--- src/rtl/common_pkg.sv ---
package common_pkg;

    // basic data path types
    typedef logic [31:0] word_t;    // data or address word
    typedef logic [4:0]  regaddr_t; // register index x0..x31
    typedef logic [3:0]  byte_en_t; // one bit per byte lane

    // memory access size, encoded like the load/store funct3 field
    typedef enum logic [2:0] {
        MA_SIZE_B  = 3'b000,  // signed byte
        MA_SIZE_H  = 3'b001,  // signed half
        MA_SIZE_W  = 3'b010,  // full word
        MA_SIZE_BU = 3'b100,  // unsigned byte
        MA_SIZE_HU = 3'b101   // unsigned half
    } ma_size_t;

    // bubble markers
    localparam word_t NOP_PC       = 32'hFFFF_FFFF; // pc of an empty slot
    localparam logic  NOP_WB_VALID = 1'b0;          // bubbles never write back

    // data memory geometry
    localparam int DMEM_WORDS  = 256;
    localparam int DMEM_ADDR_W = $clog2(DMEM_WORDS); // word address width

endpackage

--- src/rtl/ma_wb_if.sv ---
`timescale 1ns/10ps

// pipeline register between memory access and write back
interface ma_wb_if
    import common_pkg::*;
    ();

    word_t      pc;           // program counter
    word_t      ir;           // instruction word
    logic       load;         // load instruction
    ma_size_t   ma_size;      // access size
    logic [1:0] ma_alignment; // low address bits
    word_t      wb_data;      // alu result
    logic       wb_valid;     // write back enable

    // memory access stage drives the register
    modport ma (
        output pc, ir, load, ma_size, ma_alignment, wb_data, wb_valid
    );

    // write back stage only reads it
    modport wb (
        input pc, ir, load, ma_size, ma_alignment, wb_data, wb_valid
    );

endinterface

--- src/rtl/cpu_ma.sv ---
`timescale 1ns/10ps

module cpu_ma
    import common_pkg::*;
    (
        input  wire logic                   clk_i,
        input  wire logic                   reset_i,

        // executed instruction
        input  wire word_t                  ex_pc_i,
        input  wire word_t                  ex_ir_i,
        input  wire word_t                  ex_result_i,     // address or alu value
        input  wire word_t                  ex_store_data_i,
        input  wire logic                   ex_load_i,
        input  wire logic                   ex_store_i,
        input  wire logic                   ex_wb_valid_i,
        input  wire ma_size_t               ex_ma_size_i,

        // data memory port
        output      logic [DMEM_ADDR_W-1:0] dmem_addr_o,
        output      logic                   dmem_wr_en_o,
        output      byte_en_t               dmem_byte_en_o,
        output      word_t                  dmem_wr_data_o,

        // register into write back
        ma_wb_if.ma                         wb
    );

logic [1:0] align_w;    // byte offset inside the word
byte_en_t   size_mask_w;

assign align_w = ex_result_i[1:0];

// word address, byte offset dropped
assign dmem_addr_o = ex_result_i[DMEM_ADDR_W+1:2];

always_comb begin
    // lanes covered by the access before shifting
    unique case (ex_ma_size_i)
    MA_SIZE_B,
    MA_SIZE_BU: size_mask_w = 4'b0001;
    MA_SIZE_H,
    MA_SIZE_HU: size_mask_w = 4'b0011;
    MA_SIZE_W:  size_mask_w = 4'b1111;
    default:    size_mask_w = 4'b0000;
    endcase
end

// move the store data up into its byte lanes
assign dmem_wr_data_o = ex_store_data_i << {align_w, 3'b000};
assign dmem_byte_en_o = size_mask_w << align_w;
assign dmem_wr_en_o   = ex_store_i && !reset_i; // no writes while in reset

always_ff @(posedge clk_i) begin
    if (reset_i) begin
        wb.pc       <= NOP_PC;
        wb.load     <= 1'b0;
        wb.wb_valid <= NOP_WB_VALID;
    end else begin
        wb.pc       <= ex_pc_i;
        wb.load     <= ex_load_i;
        wb.wb_valid <= ex_wb_valid_i;
    end
end

// payload follows the instruction every cycle
always_ff @(posedge clk_i) begin
    wb.ir           <= ex_ir_i;
    wb.ma_size      <= ex_ma_size_i;
    wb.ma_alignment <= align_w;
    wb.wb_data      <= ex_result_i;
end

// misaligned accesses are not trapped, so they must never show up
a_half_not_split: assert property (
    @(posedge clk_i) disable iff (reset_i)
    ((ex_load_i || ex_store_i) && (ex_ma_size_i inside {MA_SIZE_H, MA_SIZE_HU}))
        |-> (ex_result_i[1:0] != 2'b11)
) else $error("half access crosses a word boundary");

a_word_aligned: assert property (
    @(posedge clk_i) disable iff (reset_i)
    ((ex_load_i || ex_store_i) && (ex_ma_size_i == MA_SIZE_W))
        |-> (ex_result_i[1:0] == 2'b00)
) else $error("word access not aligned");

endmodule

--- src/flat_wrapper.sv ---
// flat-port wrapper written by rule: the top's interface ports become plain ports
module cpu_ma_flat import common_pkg::*;
  (clk_i, reset_i, ex_pc_i, ex_ir_i, ex_result_i, ex_store_data_i, ex_load_i, ex_store_i, ex_wb_valid_i, ex_ma_size_i, dmem_addr_o, dmem_wr_en_o, dmem_byte_en_o, dmem_wr_data_o, wb_pc, wb_ir, wb_load, wb_ma_size, wb_ma_alignment, wb_wb_data, wb_wb_valid);
  ma_wb_if wb_i ();
  input  wire logic clk_i;
  input  wire logic reset_i;
  input  wire word_t ex_pc_i;
  input  wire word_t ex_ir_i;
  input  wire word_t ex_result_i;
  input  wire word_t ex_store_data_i;
  input  wire logic ex_load_i;
  input  wire logic ex_store_i;
  input  wire logic ex_wb_valid_i;
  input  wire ma_size_t ex_ma_size_i;
  output      logic [DMEM_ADDR_W-1:0] dmem_addr_o;
  output      logic dmem_wr_en_o;
  output      byte_en_t dmem_byte_en_o;
  output      word_t dmem_wr_data_o;
  output wire logic [$bits(wb_i.pc)-1:0] wb_pc;
  output wire logic [$bits(wb_i.ir)-1:0] wb_ir;
  output wire logic [$bits(wb_i.load)-1:0] wb_load;
  output wire logic [$bits(wb_i.ma_size)-1:0] wb_ma_size;
  output wire logic [$bits(wb_i.ma_alignment)-1:0] wb_ma_alignment;
  output wire logic [$bits(wb_i.wb_data)-1:0] wb_wb_data;
  output wire logic [$bits(wb_i.wb_valid)-1:0] wb_wb_valid;
  assign wb_pc = wb_i.pc;
  assign wb_ir = wb_i.ir;
  assign wb_load = wb_i.load;
  assign wb_ma_size = wb_i.ma_size;
  assign wb_ma_alignment = wb_i.ma_alignment;
  assign wb_wb_data = wb_i.wb_data;
  assign wb_wb_valid = wb_i.wb_valid;
  cpu_ma u_core (.clk_i(clk_i), .reset_i(reset_i), .ex_pc_i(ex_pc_i), .ex_ir_i(ex_ir_i), .ex_result_i(ex_result_i), .ex_store_data_i(ex_store_data_i), .ex_load_i(ex_load_i), .ex_store_i(ex_store_i), .ex_wb_valid_i(ex_wb_valid_i), .ex_ma_size_i(ex_ma_size_i), .dmem_addr_o(dmem_addr_o), .dmem_wr_en_o(dmem_wr_en_o), .dmem_byte_en_o(dmem_byte_en_o), .dmem_wr_data_o(dmem_wr_data_o), .wb(wb_i));
endmodule
--- config.mk ---
export PLATFORM = sky130hd
export DESIGN_NAME = cpu_ma_flat
export DESIGN_NICKNAME = d
export VERILOG_FILES = /design/src/rtl/common_pkg.sv /design/src/rtl/ma_wb_if.sv /design/src/rtl/cpu_ma.sv /design/src/flat_wrapper.sv
export SDC_FILE = /design/constraint.sdc
export NUM_CORES = 1
export LEC_CHECK = 0
export BUFFER_PORTS_ARGS = -buffer_cell sky130_fd_sc_hd__buf_2
export CAP_MARGIN = 0
export CORE_AREA = 2 2 109 111
export DETAILED_ROUTE_END_ITERATION = 8
export DIE_AREA = 0 0 111 113
export PLACE_DENSITY_LB_ADDON = 0.25
export SETUP_SLACK_MARGIN = 0.4
export SLEW_MARGIN = 20
export SYNTH_ARGS = -nofsm -noshare
export SYNTH_HDL_FRONTEND = slang
export SYNTH_SLANG_ARGS = --single-unit
--- constraint.sdc ---
create_clock -name clk_i -period 1.3 [get_ports clk_i]
set_input_delay 0.065 -clock clk_i [delete_from_list [all_inputs] [get_ports clk_i]]
set_output_delay 0.065 -clock clk_i [all_outputs]
set_load 0.1 [all_outputs]
== After elaboration in Yosys (flattened, before gate mapping) ==
Cells that the tools add are included.

* Equality and inequality tests: 4
* Shift-type cells: 2
* Muxes and demuxes: 1
* Reductions and logical operators: 5

{| class="wikitable"
|+ Operator list
! kind !! count
|-
| << shifter 32 x 5 -> 32 bit || 1
|-
| one-hot mux 4 bit (3 select lines) || 1
|-
| equality test 3 bit, second input constant || 2
|-
| OR reduction 2 bit || 2
|-
| << shifter 4 x 2 -> 4 bit || 1
|-
| equality test 3 x 1 -> 1 bit, second input constant || 1
|-
| equality test 3 x 2 -> 1 bit, second input constant || 1
|-
| logical NOT 3 bit || 1
|-
| logical AND 1 bit || 1
|-
| logical NOT 1 bit || 1
|}

* Register bits: 103
* Bits of input ports: 136
* Word-level logic and storage cells: 19

== Logic depth before layout (Yosys ltp) ==
* Depth after elaboration: 4
* Mapped depth: 4
* Gate-level depth less buffers: 2

== Least setup slack after synthesis ==
No wires, ideal clock.

* Kind: input-to-output
* Start point: in ex_result_i[0]
* End point: out dmem_byte_en_o[0]
* Arrival: 2,422 ps
* Data required time: 1,235 ps
* Path slack: -1,187 ps
* Cell stages on the path: 3
* Buffers on the path: 2
* Path through: buf_6 > buf_4 > nor3_1

* Cells in the longest elaborated chain, start to end: 1

{| class="wikitable"
|+ Ends and longest elaborated chain
! element !! line !! text
|-
| from (decl) || flat_wrapper.sv:9 || <nowiki>input wire word_t ex_result_i;</nowiki>
|-
| << shifter 4 x 2 -> 4 bit || cpu_ma.sv:51 || <nowiki>assign dmem_byte_en_o = size_mask_w << align_w;</nowiki>
|-
| to (decl) || flat_wrapper.sv:17 || <nowiki>output byte_en_t dmem_byte_en_o;</nowiki>
|}

No other way between the ends.

== Worst setup path in the final report ==
* Start point: in ex_result_i[0]
* End point: out dmem_wr_data_o[29]

* Cells in the longest elaborated chain, start to end: 1

{| class="wikitable"
|+ Ends and longest elaborated chain
! element !! line !! text
|-
| << shifter 32 x 5 -> 32 bit || cpu_ma.sv:50 || <nowiki>assign dmem_wr_data_o = ex_store_data_i << {align_w, 3'b000};</nowiki>
|-
| to (decl) || flat_wrapper.sv:18 || <nowiki>output word_t dmem_wr_data_o;</nowiki>
|}

No other way between the ends.

==> summary.txt <==
Layout
  – Most frequent cells in the layout: 148 x buf_12, 139 x buf_2, 99 x dlygate4sd3_1, 97 x dfxtp_2, 32 x or2_2
  – Fin area: 8850 sq um
  – Non-filler cells, final: a little under 800
  – Nets: 762
  – Area Growth Syn to Fin: 200%
  – Filler cells: 550
  – Layout cells sized above 1: 0.811
  – Most common cell after layout, fill and taps aside: buf_12

Critical path
  – Buf+Inv Stages, Crit Path: 4
  – Crit path to: dmem_wr_data_o[29]
  – Worst Setup End Kind: primary output
  – CP delay by family, top: buffers and inverters
  – CP Class: input pin to primary output
  – Crit-path slowest cell: buf_12
  – Crit path from: ex_result_i[0]
  – Cell Chain, Critical Path: buf_12 > buf_12 > mux2i_1 > buf_4 > mux2i_4 > buf_12
  – Critical path peak fanout: 6
  – Worst path most repeated cell: buf_12
  – Worst path arrival time: 980 ps
  – Type of element launching the critical path: input pin
  – Worst EP required: around 1200 ps
  – Critical Path Max Stage Delay: about 200 ps
  – Worst path depth: 6

Detailed routing
  – Met2 wire len: ~8.9 mm
  – Met1 WL: 5.48 mm
  – Drt first pass iters: 4
  – DRT iter0 DRCs: 134
  – Number of antenna-violating nets in the routed design: 0
  – DR WL/cell: 20.8 um
  – Drt total wl: roughly 16 mm
  – Highest routed layer: met4
  – Drc violations: 0
  – Met3 Routed Length: 1.11 mm
  – Via count: 3315
  – Vias per inst: between 4 and 5

Yosys
  – Synthesized cell area: between 2000 and 3000 sq um
  – Synthesized flop and latch total: 101
  – Mapped Cells: 226
  – Synth cell types: 21
  – Synth Area per Inst: 13.1 sq um
  – Syn_nets: 362
  – Synth warnings: 0
  – Sequential-to-total area share from yosys stat: 0.684

STA
  – Worst Tran Pin Value: approximately 520 ps
  – Final Setup Violations: 0
  – Fmax: 958 MHz
  – Setup TNS: 0 ps
  – Minimum clock period: 1040 ps
  – Fin. Hold Viols: 0
  – Slew headroom: 0.653
  – Final Max Slew Viols: 0
  – Tcrit/Tclk final: 0.803
  – RSZ-0062 raised after global routing: true

CTS
  – CTS Buf Count: 9
  – Clock slew seen by the registers of the worst setup and hold paths: 80 ps
  – # clock sinks: 101
  – Clock Tree Buf Depth: 2
  – H-tree depth reported by CTS: 3
  – Root buffer cell: clkbuf_16
  – CTS tree: built

Placed design
  – Final HPWL DP: 8.58 mm
  – RD Place Congestion: between 0.8 and 0.9
  – PortBufs: 283
  – Placed cells: 643
  – DP Area: 5610 sq um

Flow run
  – Max-Cap Viols: 0

Global routing
  – Largest net degree at the start of global routing: 36
  – Vias in the first global route: 3828
  – Gr usage total: 0.257
  – Gr ovfl total: 0
  – Initial antenna violation count: 1
  – Global-route wire length before repair: 24.1 mm

Floorplan
  – Die span in x: approximately 110 um
  – FP Rows: 39
  – Total core area: 11300 sq um
  – Num ports: ~280
  – Die area: around 13000 sq um
  – Initial Util: 0.262
  – Die height: 113 um

Power
  – Leak: approximately 3.9 nW
  – PwrDens: 1180 nW/um^2
  – Design Power: 10.5 mW
  – Maximum vdd drop: approximately 0.98 mV

Outcome
  – Outcome: completed

Worst hold path
  – HP Class: input pin to flop
## report_power, final
| part | leakage (nW) | internal (mW) | total (mW) | switching, mW |
|---|---|---|---|---|
| logic | 2.94 | 1.65 | 4.23 | 2.58 |
| clock network | 0.158 | 1.52 | 2.78 | 1.25 |
| registers | 0.844 | 3.29 | 3.45 | 0.158 |
## sequential cells by signal, indices dropped and copies added, names as in the netlist
signal                  count
u_core.wb.pc               32
u_core.wb.ma_size           3
u_core.wb.load              1
u_core.wb.ma_alignment      1
u_core.wb.wb_valid          1
u_core.wb.wb_data          31
u_core.wb.ir               32
## cell type report
type / count / area, sq um / area share
sequential: 101 / 2160 / 0.244
clock buffer: 11 / 264 / 0.0298
multi-input combinational: 104 / 1250 / 0.141
clock inverter: 5 / 56.3 / 0.00636
tap: 143 / 179 / 0.0202
timing repair buffer: 410 / 4940 / 0.558
antenna: 1 / 2.50 / 0.000283
## worst min-delay path by stage
| stage | from | endpoint | slack, ps | depth (start not counted) |
|---|---|---|---|---|
| finish | ex_result_i[0] | u_core.wb.ma_alignment[0] | 20 | 2 |
| global route | ex_result_i[0] | u_core.wb.ma_alignment[0] | 20 | 2 |
| CTS | ex_result_i[0] | u_core.wb.ma_alignment[0] | 20 | 2 |
| detailed placement | ex_result_i[21] | u_core.wb.wb_data[21] | 170 | 1 |
| global placement | ex_ir_i[0] | u_core.wb.ir[0] | 170 | 1 |
| floorplan | ex_result_i[0] | u_core.wb.ma_alignment[0] | 90 | 0 |
## cell usage after synthesis, drive strengths merged
library cell | count | area, sq um
or2 | 32 | 200
nor3 | 3 | 15.0
o21a | 1 | 7.51
clkbuf | 4 | 16.3
o22ai | 1 | 6.26
dfxtp | 101 | 2020
nor2 | 9 | 36.3
mux2i | 32 | 320
a21o | 1 | 7.51
o2bb2ai | 7 | 61.3
nand2 | 2 | 7.51
and2 | 8 | 50.1
nor3b | 1 | 7.51
nor4b | 1 | 15.0
o21ba | 2 | 20.0
buf | 17 | 136
nor2b | 4 | 25.0
## routing by layer
metal,vias up,GRT usage
met5,-,0
met4,0,0.121
met3,35,0.0686
met2,192,0.490
met1,1556,0.261
li1,1532,-
## per-stage QoR
step | util | hold slack, ps | worst slack [ps]
floorplan | - | 92.7 | -187
global route | 0.785 | 18.9 | 223
finish | 0.785 | 23.0 | 256
CTS | 0.779 | 19.0 | 248
global placement | 0.498 | 167 | 57.1
detailed placement | 0.498 | 169 | 41.2
## cells by family after synthesis
group           share of synthesized area
mux                                 0.108
flops                               0.684
buf+inv                            0.0517
compound gates                     0.0347
simple gates                        0.121
## what timing repair did
item                                    in CTS  in global routing
resized for setup                          450                  5
gates cloned                                 3                  0
pin swaps                                    4                  1
hold buffers                                99                  0
buffers inserted                             8                  5
hold endpoints to repair                    99                  0
endpoints found under the setup margin     138                139
(Power assumes the default switching activity.)
