<file path="src/rtl/common_pkg.sv">
package common_pkg;

    // basic data path types
    typedef logic [31:0] word_t;    // data or address word
    typedef logic [4:0]  regaddr_t; // register index x0..x31
    typedef logic [3:0]  byte_en_t; // one bit per byte lane

    // memory access size, encoded like the load/store funct3 field
    typedef enum logic [2:0] {
        MA_SIZE_B  = 3'b000,  // signed byte
        MA_SIZE_H  = 3'b001,  // signed half
        MA_SIZE_W  = 3'b010,  // full word
        MA_SIZE_BU = 3'b100,  // unsigned byte
        MA_SIZE_HU = 3'b101   // unsigned half
    } ma_size_t;

    // bubble markers
    localparam word_t NOP_PC       = 32'hFFFF_FFFF; // pc of an empty slot
    localparam logic  NOP_WB_VALID = 1'b0;          // bubbles never write back

    // data memory geometry
    localparam int DMEM_WORDS  = 256;
    localparam int DMEM_ADDR_W = $clog2(DMEM_WORDS); // word address width

endpackage

</file>
<file path="src/rtl/ma_wb_if.sv">
`timescale 1ns/10ps

// pipeline register between memory access and write back
interface ma_wb_if
    import common_pkg::*;
    ();

    word_t      pc;           // program counter
    word_t      ir;           // instruction word
    logic       load;         // load instruction
    ma_size_t   ma_size;      // access size
    logic [1:0] ma_alignment; // low address bits
    word_t      wb_data;      // alu result
    logic       wb_valid;     // write back enable

    // memory access stage drives the register
    modport ma (
        output pc, ir, load, ma_size, ma_alignment, wb_data, wb_valid
    );

    // write back stage only reads it
    modport wb (
        input pc, ir, load, ma_size, ma_alignment, wb_data, wb_valid
    );

endinterface

</file>
<file path="src/rtl/cpu_wb.sv">
`timescale 1ns/10ps

module cpu_wb
    import common_pkg::*;
    (
        input  wire logic  clk_i,
        input  wire logic  reset_i,

        input  wire word_t dmem_read_data_i, // load data from memory

        ma_wb_if.wb        wb,               // pipeline register

        // register file write port
        output      regaddr_t wb_addr_o,
        output      word_t    wb_data_o,
        output      logic     wb_valid_o,
        output      logic     empty_o        // no instruction in this stage
    );

word_t unaligned_w;
word_t aligned_w;

always_comb begin
    unaligned_w = wb.load ? dmem_read_data_i : wb.wb_data;

    // bring the addressed byte down to bit 0
    aligned_w = unaligned_w >> {wb.ma_alignment, 3'b000};

    unique case (wb.ma_size)
    MA_SIZE_B:  wb_data_o = {{24{aligned_w[7]}}, aligned_w[7:0]};
    MA_SIZE_H:  wb_data_o = {{16{aligned_w[15]}}, aligned_w[15:0]};
    MA_SIZE_BU: wb_data_o = {24'b0, aligned_w[7:0]};
    MA_SIZE_HU: wb_data_o = {16'b0, aligned_w[15:0]};
    default:    wb_data_o = aligned_w; // word
    endcase

    wb_addr_o  = wb.ir[11:7]; // rd field
    wb_valid_o = wb.wb_valid;

    if (reset_i) begin
        wb_addr_o  = '0;
        wb_data_o  = '0;
        wb_valid_o = NOP_WB_VALID;
    end

    empty_o = reset_i || (wb.pc == NOP_PC);
end

// a bubble must never reach the register file
a_bubble_no_write: assert property (
    @(posedge clk_i) disable iff (reset_i)
    wb.wb_valid |-> (wb.pc != NOP_PC)
) else $error("write back valid on a bubble");

endmodule

</file>
<file path="src/flat_wrapper.sv">
// flat-port wrapper written by rule: the top's interface ports become plain ports
module cpu_wb_flat import common_pkg::*;
  (clk_i, reset_i, dmem_read_data_i, wb_addr_o, wb_data_o, wb_valid_o, empty_o, wb_pc, wb_ir, wb_load, wb_ma_size, wb_ma_alignment, wb_wb_data, wb_wb_valid);
  ma_wb_if wb_i ();
  input  wire logic clk_i;
  input  wire logic reset_i;
  input  wire word_t dmem_read_data_i;
  output      regaddr_t wb_addr_o;
  output      word_t wb_data_o;
  output      logic wb_valid_o;
  output      logic empty_o;
  input wire logic [$bits(wb_i.pc)-1:0] wb_pc;
  input wire logic [$bits(wb_i.ir)-1:0] wb_ir;
  input wire logic [$bits(wb_i.load)-1:0] wb_load;
  input wire logic [$bits(wb_i.ma_size)-1:0] wb_ma_size;
  input wire logic [$bits(wb_i.ma_alignment)-1:0] wb_ma_alignment;
  input wire logic [$bits(wb_i.wb_data)-1:0] wb_wb_data;
  input wire logic [$bits(wb_i.wb_valid)-1:0] wb_wb_valid;
  assign wb_i.pc = wb_pc;
  assign wb_i.ir = wb_ir;
  assign wb_i.load = wb_load;
  assign wb_i.ma_size = wb_ma_size;
  assign wb_i.ma_alignment = wb_ma_alignment;
  assign wb_i.wb_data = wb_wb_data;
  assign wb_i.wb_valid = wb_wb_valid;
  cpu_wb u_core (.clk_i(clk_i), .reset_i(reset_i), .dmem_read_data_i(dmem_read_data_i), .wb(wb_i), .wb_addr_o(wb_addr_o), .wb_data_o(wb_data_o), .wb_valid_o(wb_valid_o), .empty_o(empty_o));
endmodule
</file>
<file path="config.mk">
export PLATFORM = sky130hd
export DESIGN_NAME = cpu_wb_flat
export DESIGN_NICKNAME = d
export VERILOG_FILES = /design/src/rtl/common_pkg.sv /design/src/rtl/ma_wb_if.sv /design/src/rtl/cpu_wb.sv /design/src/flat_wrapper.sv
export SDC_FILE = /design/constraint.sdc
export NUM_CORES = 1
export LEC_CHECK = 0
export BUFFER_PORTS_ARGS = -buffer_cell sky130_fd_sc_hd__buf_4
export CORE_ASPECT_RATIO = 1.25
export CORE_MARGIN = 2
export CORE_UTILIZATION = 35
export DETAILED_ROUTE_END_ITERATION = 8
export PLACE_DENSITY_LB_ADDON = 0.05
export SLEW_MARGIN = 10
export SYNTH_ARGS = -nofsm -noshare
export SYNTH_HDL_FRONTEND = slang
export SYNTH_SLANG_ARGS = --single-unit
</file>
<file path="constraint.sdc">
create_clock -name vclk -period 2.3
set_clock_uncertainty 0.1 [all_clocks]
set_input_delay 0.345 -clock vclk [all_inputs]
set_output_delay 0.345 -clock vclk [all_outputs]
set_load 0.05 [all_outputs]
</file>
* Word level (Yosys, flattened, before mapping) *
Index checks and enable logic that the tools add are counted.

word-level totals
  output and inout port bits = 39
  input port bits = 137
  register bits after elaboration = 0
  logic and storage cells = 12

cells by class
  shifts and indexed selects = 1
  reduce and logical (&&, ||, !) cells = 2
  multiplexer cells = 5
  equality and inequality tests = 4

operators by type and width
  cell                                                                    count
  32-bit one-hot mux with 4 select lines                                  1
  32-bit 2-to-1 mux                                                       2
  32-bit equality test (second input constant)                            1
  32-bit by 5-bit right shift with 32-bit output                          1
  3-bit equality test (second input constant)                             2
  5-bit 2-to-1 mux                                                        1
  3-bit by 1-bit equality test with 1-bit output (second input constant)  1
  3-bit zero test                                                         1
  1-bit logical OR                                                        1
  1-bit 2-to-1 mux                                                        1

* Depth between registers and ports, before layout *
Gate-level depths: netlist of the first run.

  depth after elaboration = 4
  mapped depth = 6
  depth with buffers taken out = 4

* Least setup slack after synthesis of the first run *
OpenSTA, ideal clock, no wires.

  kind = in2out
  start = in wb_ma_size[2]
  end = out wb_data_o[23]
  slack = -644 ps
  cell stages on the path = 4
  arrival time = 2499 ps
  required time = 1855 ps
  path through = or4b_1 o32ai_4 nor3_1 a211oi_1

on the way
  cells in the longest elaborated chain, start to end = 3
  elaborated cells between the ends (all ways) = 6

ends and longest elaborated chain
  item                                               line                source
  start: declaration                                 flat_wrapper.sv:15  input wire logic [$bits(wb_i.ma_size)-1:0] wb_ma_size;
  3-bit equality test, or another cell as far along  cpu_wb.sv:29        unique case (wb.ma_size)
  32-bit one-hot mux with 4 select lines *           cpu_wb.sv:29
  32-bit 2-to-1 mux *                                cpu_wb.sv:40        if (reset_i) begin
  end: declaration                                   flat_wrapper.sv:9   output word_t wb_data_o;

Every way passes the cells marked *; elsewhere a longest branch is shown, timed or not.

* Worst setup path in the final report of the first run *
  start = in wb_ma_alignment[1]
  end = out wb_data_o[21]

on the way
  cells in the longest elaborated chain, start to end = 3

ends and longest elaborated chain
  item                                            line                source
  start: declaration                              flat_wrapper.sv:16  input wire logic [$bits(wb_i.ma_alignment)-1:0] wb_ma_alignment;
  32-bit by 5-bit right shift with 32-bit output  cpu_wb.sv:27        aligned_w = unaligned_w >> {wb.ma_alignment, 3'b000};
  32-bit one-hot mux with 4 select lines          cpu_wb.sv:29
  32-bit 2-to-1 mux                               cpu_wb.sv:40

Every way passes these cells.

==> results of run 1 <==
[what timing repair did]
item	CTS	global route
resized for setup	8	39
buffers inserted	1	3
pin swaps	2	19
gates cloned	0	1
setup endpoints to repair	21	22
[through the flow]
step,TNS [ns],setup WS (ns),instance area (um2),instances
floorplan,-2.89,-0.303,1630,167
global placement,-2.37,-0.189,2960,384
detailed placement,-2.59,-0.243,2960,384
CTS,-0.0440,-0.0411,3010,385
global route,-1.31,-0.136,3230,388
finish,-0.723,-0.0961,3230,388
[cells by family (layout without fill, tap and decap cells)]
group,after synthesis,after routing
compound gates,59,59
simple gates,48,48
mux,43,43
buf+inv,17,182
[synthesized netlist by cell type, drive strengths merged (2+ instances only)]
library cell / instances / area share, %
a21oi: 22 / 7.4
mux4: 22 / 33
a211oi: 15 / 7.6
mux2i: 13 / 8.7
nor2: 12 / 3.0
o21ai: 11 / 3.7
buf: 9 / 3.3
nand4: 9 / 3.8
nor2b: 9 / 3.8
a22oi: 8 / 4.4
mux2: 8 / 6.1
clkbuf: 5 / 1.3
nor3: 5 / 1.7
and3: 2 / 0.84
inv: 2 / 0.50
nand2b: 2 / 0.84
nand3: 2 / 1.0
nor3b: 2 / 1.3
or4: 2 / 1.0
[area by class of cell]
| type | count | share of cell area [%] |
|---|---|---|
| inverter | 3 | 0.349 |
| multi-input combinational | 150 | 51.7 |
| tap | 56 | 2.17 |
| timing repair buffer | 179 | 45.7 |
[layer usage]
layer  routed length, um  global-route usage (%)  up-vias
li1                    -                       -     1028
met1                2440                    30.7     1045
met2                3610                    47.4      111
met3                 516                    3.96       12
met4                 121                    3.78        0
met5                   0                       0        -
[where the power goes]
| group | leakage [uW] | internal (uW) | switching [uW] |
|---|---|---|---|
| logic | 0.00140 | 387 | 431 |
| registers | 0 | 0 | 0 |
| clock network | 0 | 0 | 0 |
| total | 0.00140 | 387 | 431 |
[final timing paths]
path / to / slack [ns] / cells after the start
max: wb_data_o[21] / -0.1 / 8
min: wb_addr_o[4] / 0.97 / 3
[placed cells by master (no fill, tap or decap), types with 4 or more instances in the layout]
cell type / synthesis / final
mux4_2: 22 / 22
a21oi_1: 22 / 14
nand4_1: 9 / 9
o21ai_2: 0 / 7
a21oi_4: 0 / 4
buf_4: 2 / 154
mux2i_1: 13 / 11
nor2_1: 12 / 11
nor3_1: 5 / 5
nor2b_1: 9 / 9
a21oi_2: 0 / 4
a22oi_2: 1 / 5
a211oi_1: 15 / 4
buf_6: 0 / 21
a211oi_4: 0 / 8
mux2_2: 8 / 8
==> results.ini, run 1 <==
[critical_path]
path_buf_inv=4
arrival_ns=1.95
path_delay_family=buffers and inverters
max_stage_delay_ns=0.54
worstSetupStartpoint=wb_ma_alignment[1]
crit_slowest_cell=or4b_4
cp_max_fo=5
startpoint_type=input port
worstSetupPathType=input port to output port
crit_top_cell=buf_6
worstPathCellList=buf_6, or4b_4, o32ai_4, clkbuf_16, o31ai_4, buf_6, a21oi_2, buf_6
critPathRequiredTime_ns=1.86
end_kind=output port

[grt]
grt_pass1_vias=2179
grt_max_degree=19
grt_pass1_wl_mm=10.1
antenna_found_initial=0
globalRouteOverflowTotal=0
track_usage_pct=25.2

[logic_synthesis]
seq_area_frac_synth_pct=0
synth_area_um2=1490
synthXorXnorAreaFrac_pct=0
synth_top_family_by_area=multiplexers
yosys.cell_types.count=32
synthSimpleGateAreaFrac_pct=19.8
yosys-mux-area-fraction_pct=48.1
synth_compound_area_share_pct=26.7
syn_nets=304
ys_warn_count=0
syn_inst=167
syn_area_per_cell_um2=8.91
synthAdderAreaFrac_pct=0

[routing]
wl_mm=6.69
vias_per_cell=5.66
drt_iter0_markers=118
drt-pass1-iter-count=4
vias=2196
drc_errors=0
wl_per_cell_um=17.3
ant_nets=0

[sta]
maxSlewViolCount=0
hold_viol_final=0
period_share_pct=104
fin_crit_ns=2.40
worst_slack_ns=-0.0961
setup_viol=14
tightest_slew_ns=0.851
rsz0062_at_grt=yes
whs_ns=0.973
slew_headroom_pct=42.9
fmaxAchievable_mhz=417

[die]
fp.dieH_um=76.9
rows=26
fp.dieArea_um2=4790
start_util_pct=36.3
io-pin-count=176
fp.coreArea_um2=4100
die_w_um=62.3

[finish]
post-route-util_pct=78.8
nClkBuffers=0
seq_cells=0
ff_latch_area_um2=0
multi_input_area_um2=1670
nets=471
num-fill-cells=294
n_antenna_cell=0
drive_above_1_share_pct=75.3
syn_to_final_growth_pct=117

[flow_run]
drv_cap=0

[power_and_ir_drop]
power_density_nw_per_um2=253
p_leak_uw=0.00140
ir_worst_vdd_uv=118
p_total_uw=818

[place]
place.gp.congestion=0.877
port-buffer-count=148
hpwl_mm=5.26

[outcome]
status=finished, violations left
violations=negative setup slack

[clock_network]
ctsHoldBuffers=0

[hold_path]
hp-start=wb_ir[11]
min_path_type=input port to output port

No activity file was read; power rests on OpenSTA's default activity.
==> run 2, diff against run 1 <==
- BUFFER_PORTS_ARGS: -buffer_cell sky130_fd_sc_hd__buf_4 -> unset
- CORE_AREA: unset -> 2 2 68 70
- CORE_ASPECT_RATIO: 1.25 -> unset
- CORE_MARGIN: 2 -> unset
- CORE_UTILIZATION: 35 -> unset
- DIE_AREA: unset -> 0 0 70 72
- DONT_BUFFER_PORTS: unset -> 1
- SETUP_SLACK_MARGIN: unset -> 0.05
==> run 2 against run 1 <==
The flow now finishes without violations. Combinational power fell by 24%. Sequential share of layout area did not move. Wire length fell by 18%. Worst hold slack got worse by 0.22 ns. Non-clock buffer count fell by 132. Core utilization fell by 24 points. Clock-buffer cell count did not move. Critical path depth fell by 1. Critical endpoint is now wb_data_o[17]. Largest cell class unchanged. Largest power group unchanged.
==> results.ini, run 2 (synthesis gave the netlist of run 1 again) <==
[outcome]
status=finished, final reports clean  ; was finished, violations left

[finish]
multi_input_area_um2=1650  ; was 1670 um2
ff_latch_area_um2=0  ; unchanged
drive_above_1_share_pct=53.0  ; was 75.3%
nClkBuffers=0  ; unchanged
num-fill-cells=391  ; was 294
postLayoutCellArea_um2=2330  ; was 3230 um2
stdcell_count=252  ; was 388
final_cell_mix=26 x buf_4, 22 x mux4_2, 20 x buf_12, 14 x a21oi_1, 12 x nor2_1  ; was 154 x buf_4, 22 x mux4_2, 21 x buf_6, 14 x a21oi_1
nets=339  ; was 471
seq_cells=0  ; unchanged
syn_to_final_growth_pct=56.8  ; was 117%
n_antenna_cell=0  ; unchanged
final_common_cell=buf_4  ; unchanged

[grt]
track_usage_pct=20.1  ; was 25.2%
grt_pass1_wl_mm=8.51  ; was 10.1 mm
globalRouteOverflowTotal=0  ; unchanged
antenna_found_initial=0  ; unchanged
grt_pass1_vias=1662  ; was 2,179
grt_max_degree=37  ; was 19

[critical_path]
worstSetupPathType=input port to output port  ; unchanged
cp_max_fo=7  ; was 5
arrival_ns=1.77  ; was 1.95 ns
critPathRequiredTime_ns=1.86  ; about the same
worstSetupStartpoint=wb_ma_size[2]  ; was wb_ma_alignment[1]
startpoint_type=input port  ; unchanged
end_kind=output port  ; unchanged
setup.worst_path.end=wb_data_o[17]  ; was wb_data_o[21]

[sta]
tightest_slew_ns=0.660  ; was 0.851 ns
rsz0062_at_grt=no  ; was yes
setup_viol=0  ; was 14
fmaxAchievable_mhz=452  ; was 417 MHz
slew_headroom_pct=55.7  ; was 42.9%
fin_crit_ns=2.21  ; was 2.40 ns
worst_slack_ns=0.0879  ; was -0.0961 ns
hold_viol_final=0  ; unchanged
maxSlewViolCount=0  ; unchanged
period_share_pct=96.2  ; was 104%

[die]
fp.coreArea_um2=4260  ; was 4100 um2
start_util_pct=34.9  ; was 36.3%
io-pin-count=176  ; unchanged
die_w_um=70  ; was 62.3 um
fp.dieArea_um2=5040  ; was 4790 um2
rows=24  ; was 26
fp.dieH_um=72  ; was 76.9 um

[power_and_ir_drop]
p_sw_uw=344  ; was 431 uW
power_density_nw_per_um2=266  ; was 253 nW/um2
p_int_uw=275  ; was 387 uW
p_leak_uw=0.000777  ; was 0.00140 uW
swShare_pct=55.6  ; was 52.7%
sequentialPowerShare_pct=0  ; about the same
pwr-share-comb_pct=100.0  ; about the same
p_clk_share_pct=0  ; about the same
ir_worst_vdd_uv=102  ; was 118 uV

[place]
port-buffer-count=0  ; was 148
place.gp.congestion=0.785  ; was 0.877
placed_area_um2=2280  ; was 2960 um2
hpwl_mm=4.40  ; was 5.26 mm
dp.cells=248  ; was 384
place_ws_ns=-0.0422  ; was -0.243 ns

[clock_network]
ctsHoldBuffers=0  ; unchanged

[routing]
vias_per_cell=6.71  ; was 5.66
wl_per_cell_um=21.8  ; was 17.3 um
wl_met2_mm=2.86  ; was 3.61 mm
drc_errors=0  ; unchanged
ant_nets=0  ; unchanged
met3_length_um=511  ; was 516 um
drt-met1-wl_mm=2.11  ; was 2.44 mm
wl_mm=5.49  ; was 6.69 mm
top_layer=met3  ; was met4
drt_iter0_markers=58  ; was 118
vias=1690  ; was 2,196
drt-pass1-iter-count=4  ; unchanged

[hold_path]
min_path_type=input port to output port  ; unchanged

[flow_run]
drv_cap=0  ; unchanged

==> run 2: cell count changes in the layout (fill, tap and decap cells not counted), moves of 3 or more <==
cell	previous run	this run
buf_4	154	26
buf_6	21	1
buf_12	3	20
o21ai_1	3	8
o21ai_2	7	2
a22oi_1	3	7
a22oi_2	5	1
a211oi_1	4	7
a211oi_2	3	0
a21oi_2	4	1
a21oi_4	4	7
==> run 2: per-stage QoR <==
step	power [uW]	hold slack [ns]	setup TNS [ns]	util, %
CTS	621	0.753	0	54.4
global placement	607	0.755	0	53.5
detailed placement	611	0.753	-0.253	53.5
floorplan	474	0.762	-0.00351	-
finish	620	0.756	0	54.7
global route	646	0.756	0	54.7
==> run 2: worst max-delay path, stage by stage <==
cell and delay [ns]:
or4b_4 0.53, o32ai_4 0.16, buf_6 0.16, o31ai_4 0.08, buf_12 0.17, a21oi_4 0.17, buf_12 0.15
==> run 2: final cells by class <==
type | count | share of cell area, %
repair buffers | 47 | 26.0
inverters | 3 | 0.483
multi-input cells | 150 | 70.7
well taps | 52 | 2.79
==> run 2: how the worst min path moves through the flow <==
stage	startpoint	endpoint	slack, ns	depth (start not counted)
2_1_floorplan	reset_i	wb_addr_o[4]	0.76	1
5_1_grt	reset_i	wb_data_o[23]	0.76	2
3_3_place_gp	reset_i	wb_data_o[23]	0.75	2
3_5_place_dp	reset_i	wb_data_o[29]	0.75	2
4_1_cts	reset_i	wb_data_o[23]	0.75	2
6_report	reset_i	wb_data_o[23]	0.76	2
==> run 2: repair_timing <==
action | 4_1_cts | 5_1_grt
setup endpoints to repair | 15 | 8
gates resized for setup | 1 | 1
cloned | 0 | 0
pin swaps | 4 | 1
setup buffers | 3 | 1
==> run 2: routing by layer <==
metal | global-route usage [%] | vias up
li1 | - | 758
met1 | 28.1 | 821
met2 | 35.7 | 111
met4 | 0.214 | 0
met5 | 0 | -
met3 | 2.78 | 0
==> run 2: power by group through the flow <==
stage	combinational [uW]	clock (uW)	sequential, uW
6_report	620	0	0
5_1_grt	646	0	0
4_1_cts	621	0	0
3_5_place_dp	611	0	0
3_3_place_gp	607	0	0
2_1_floorplan	474	0	0
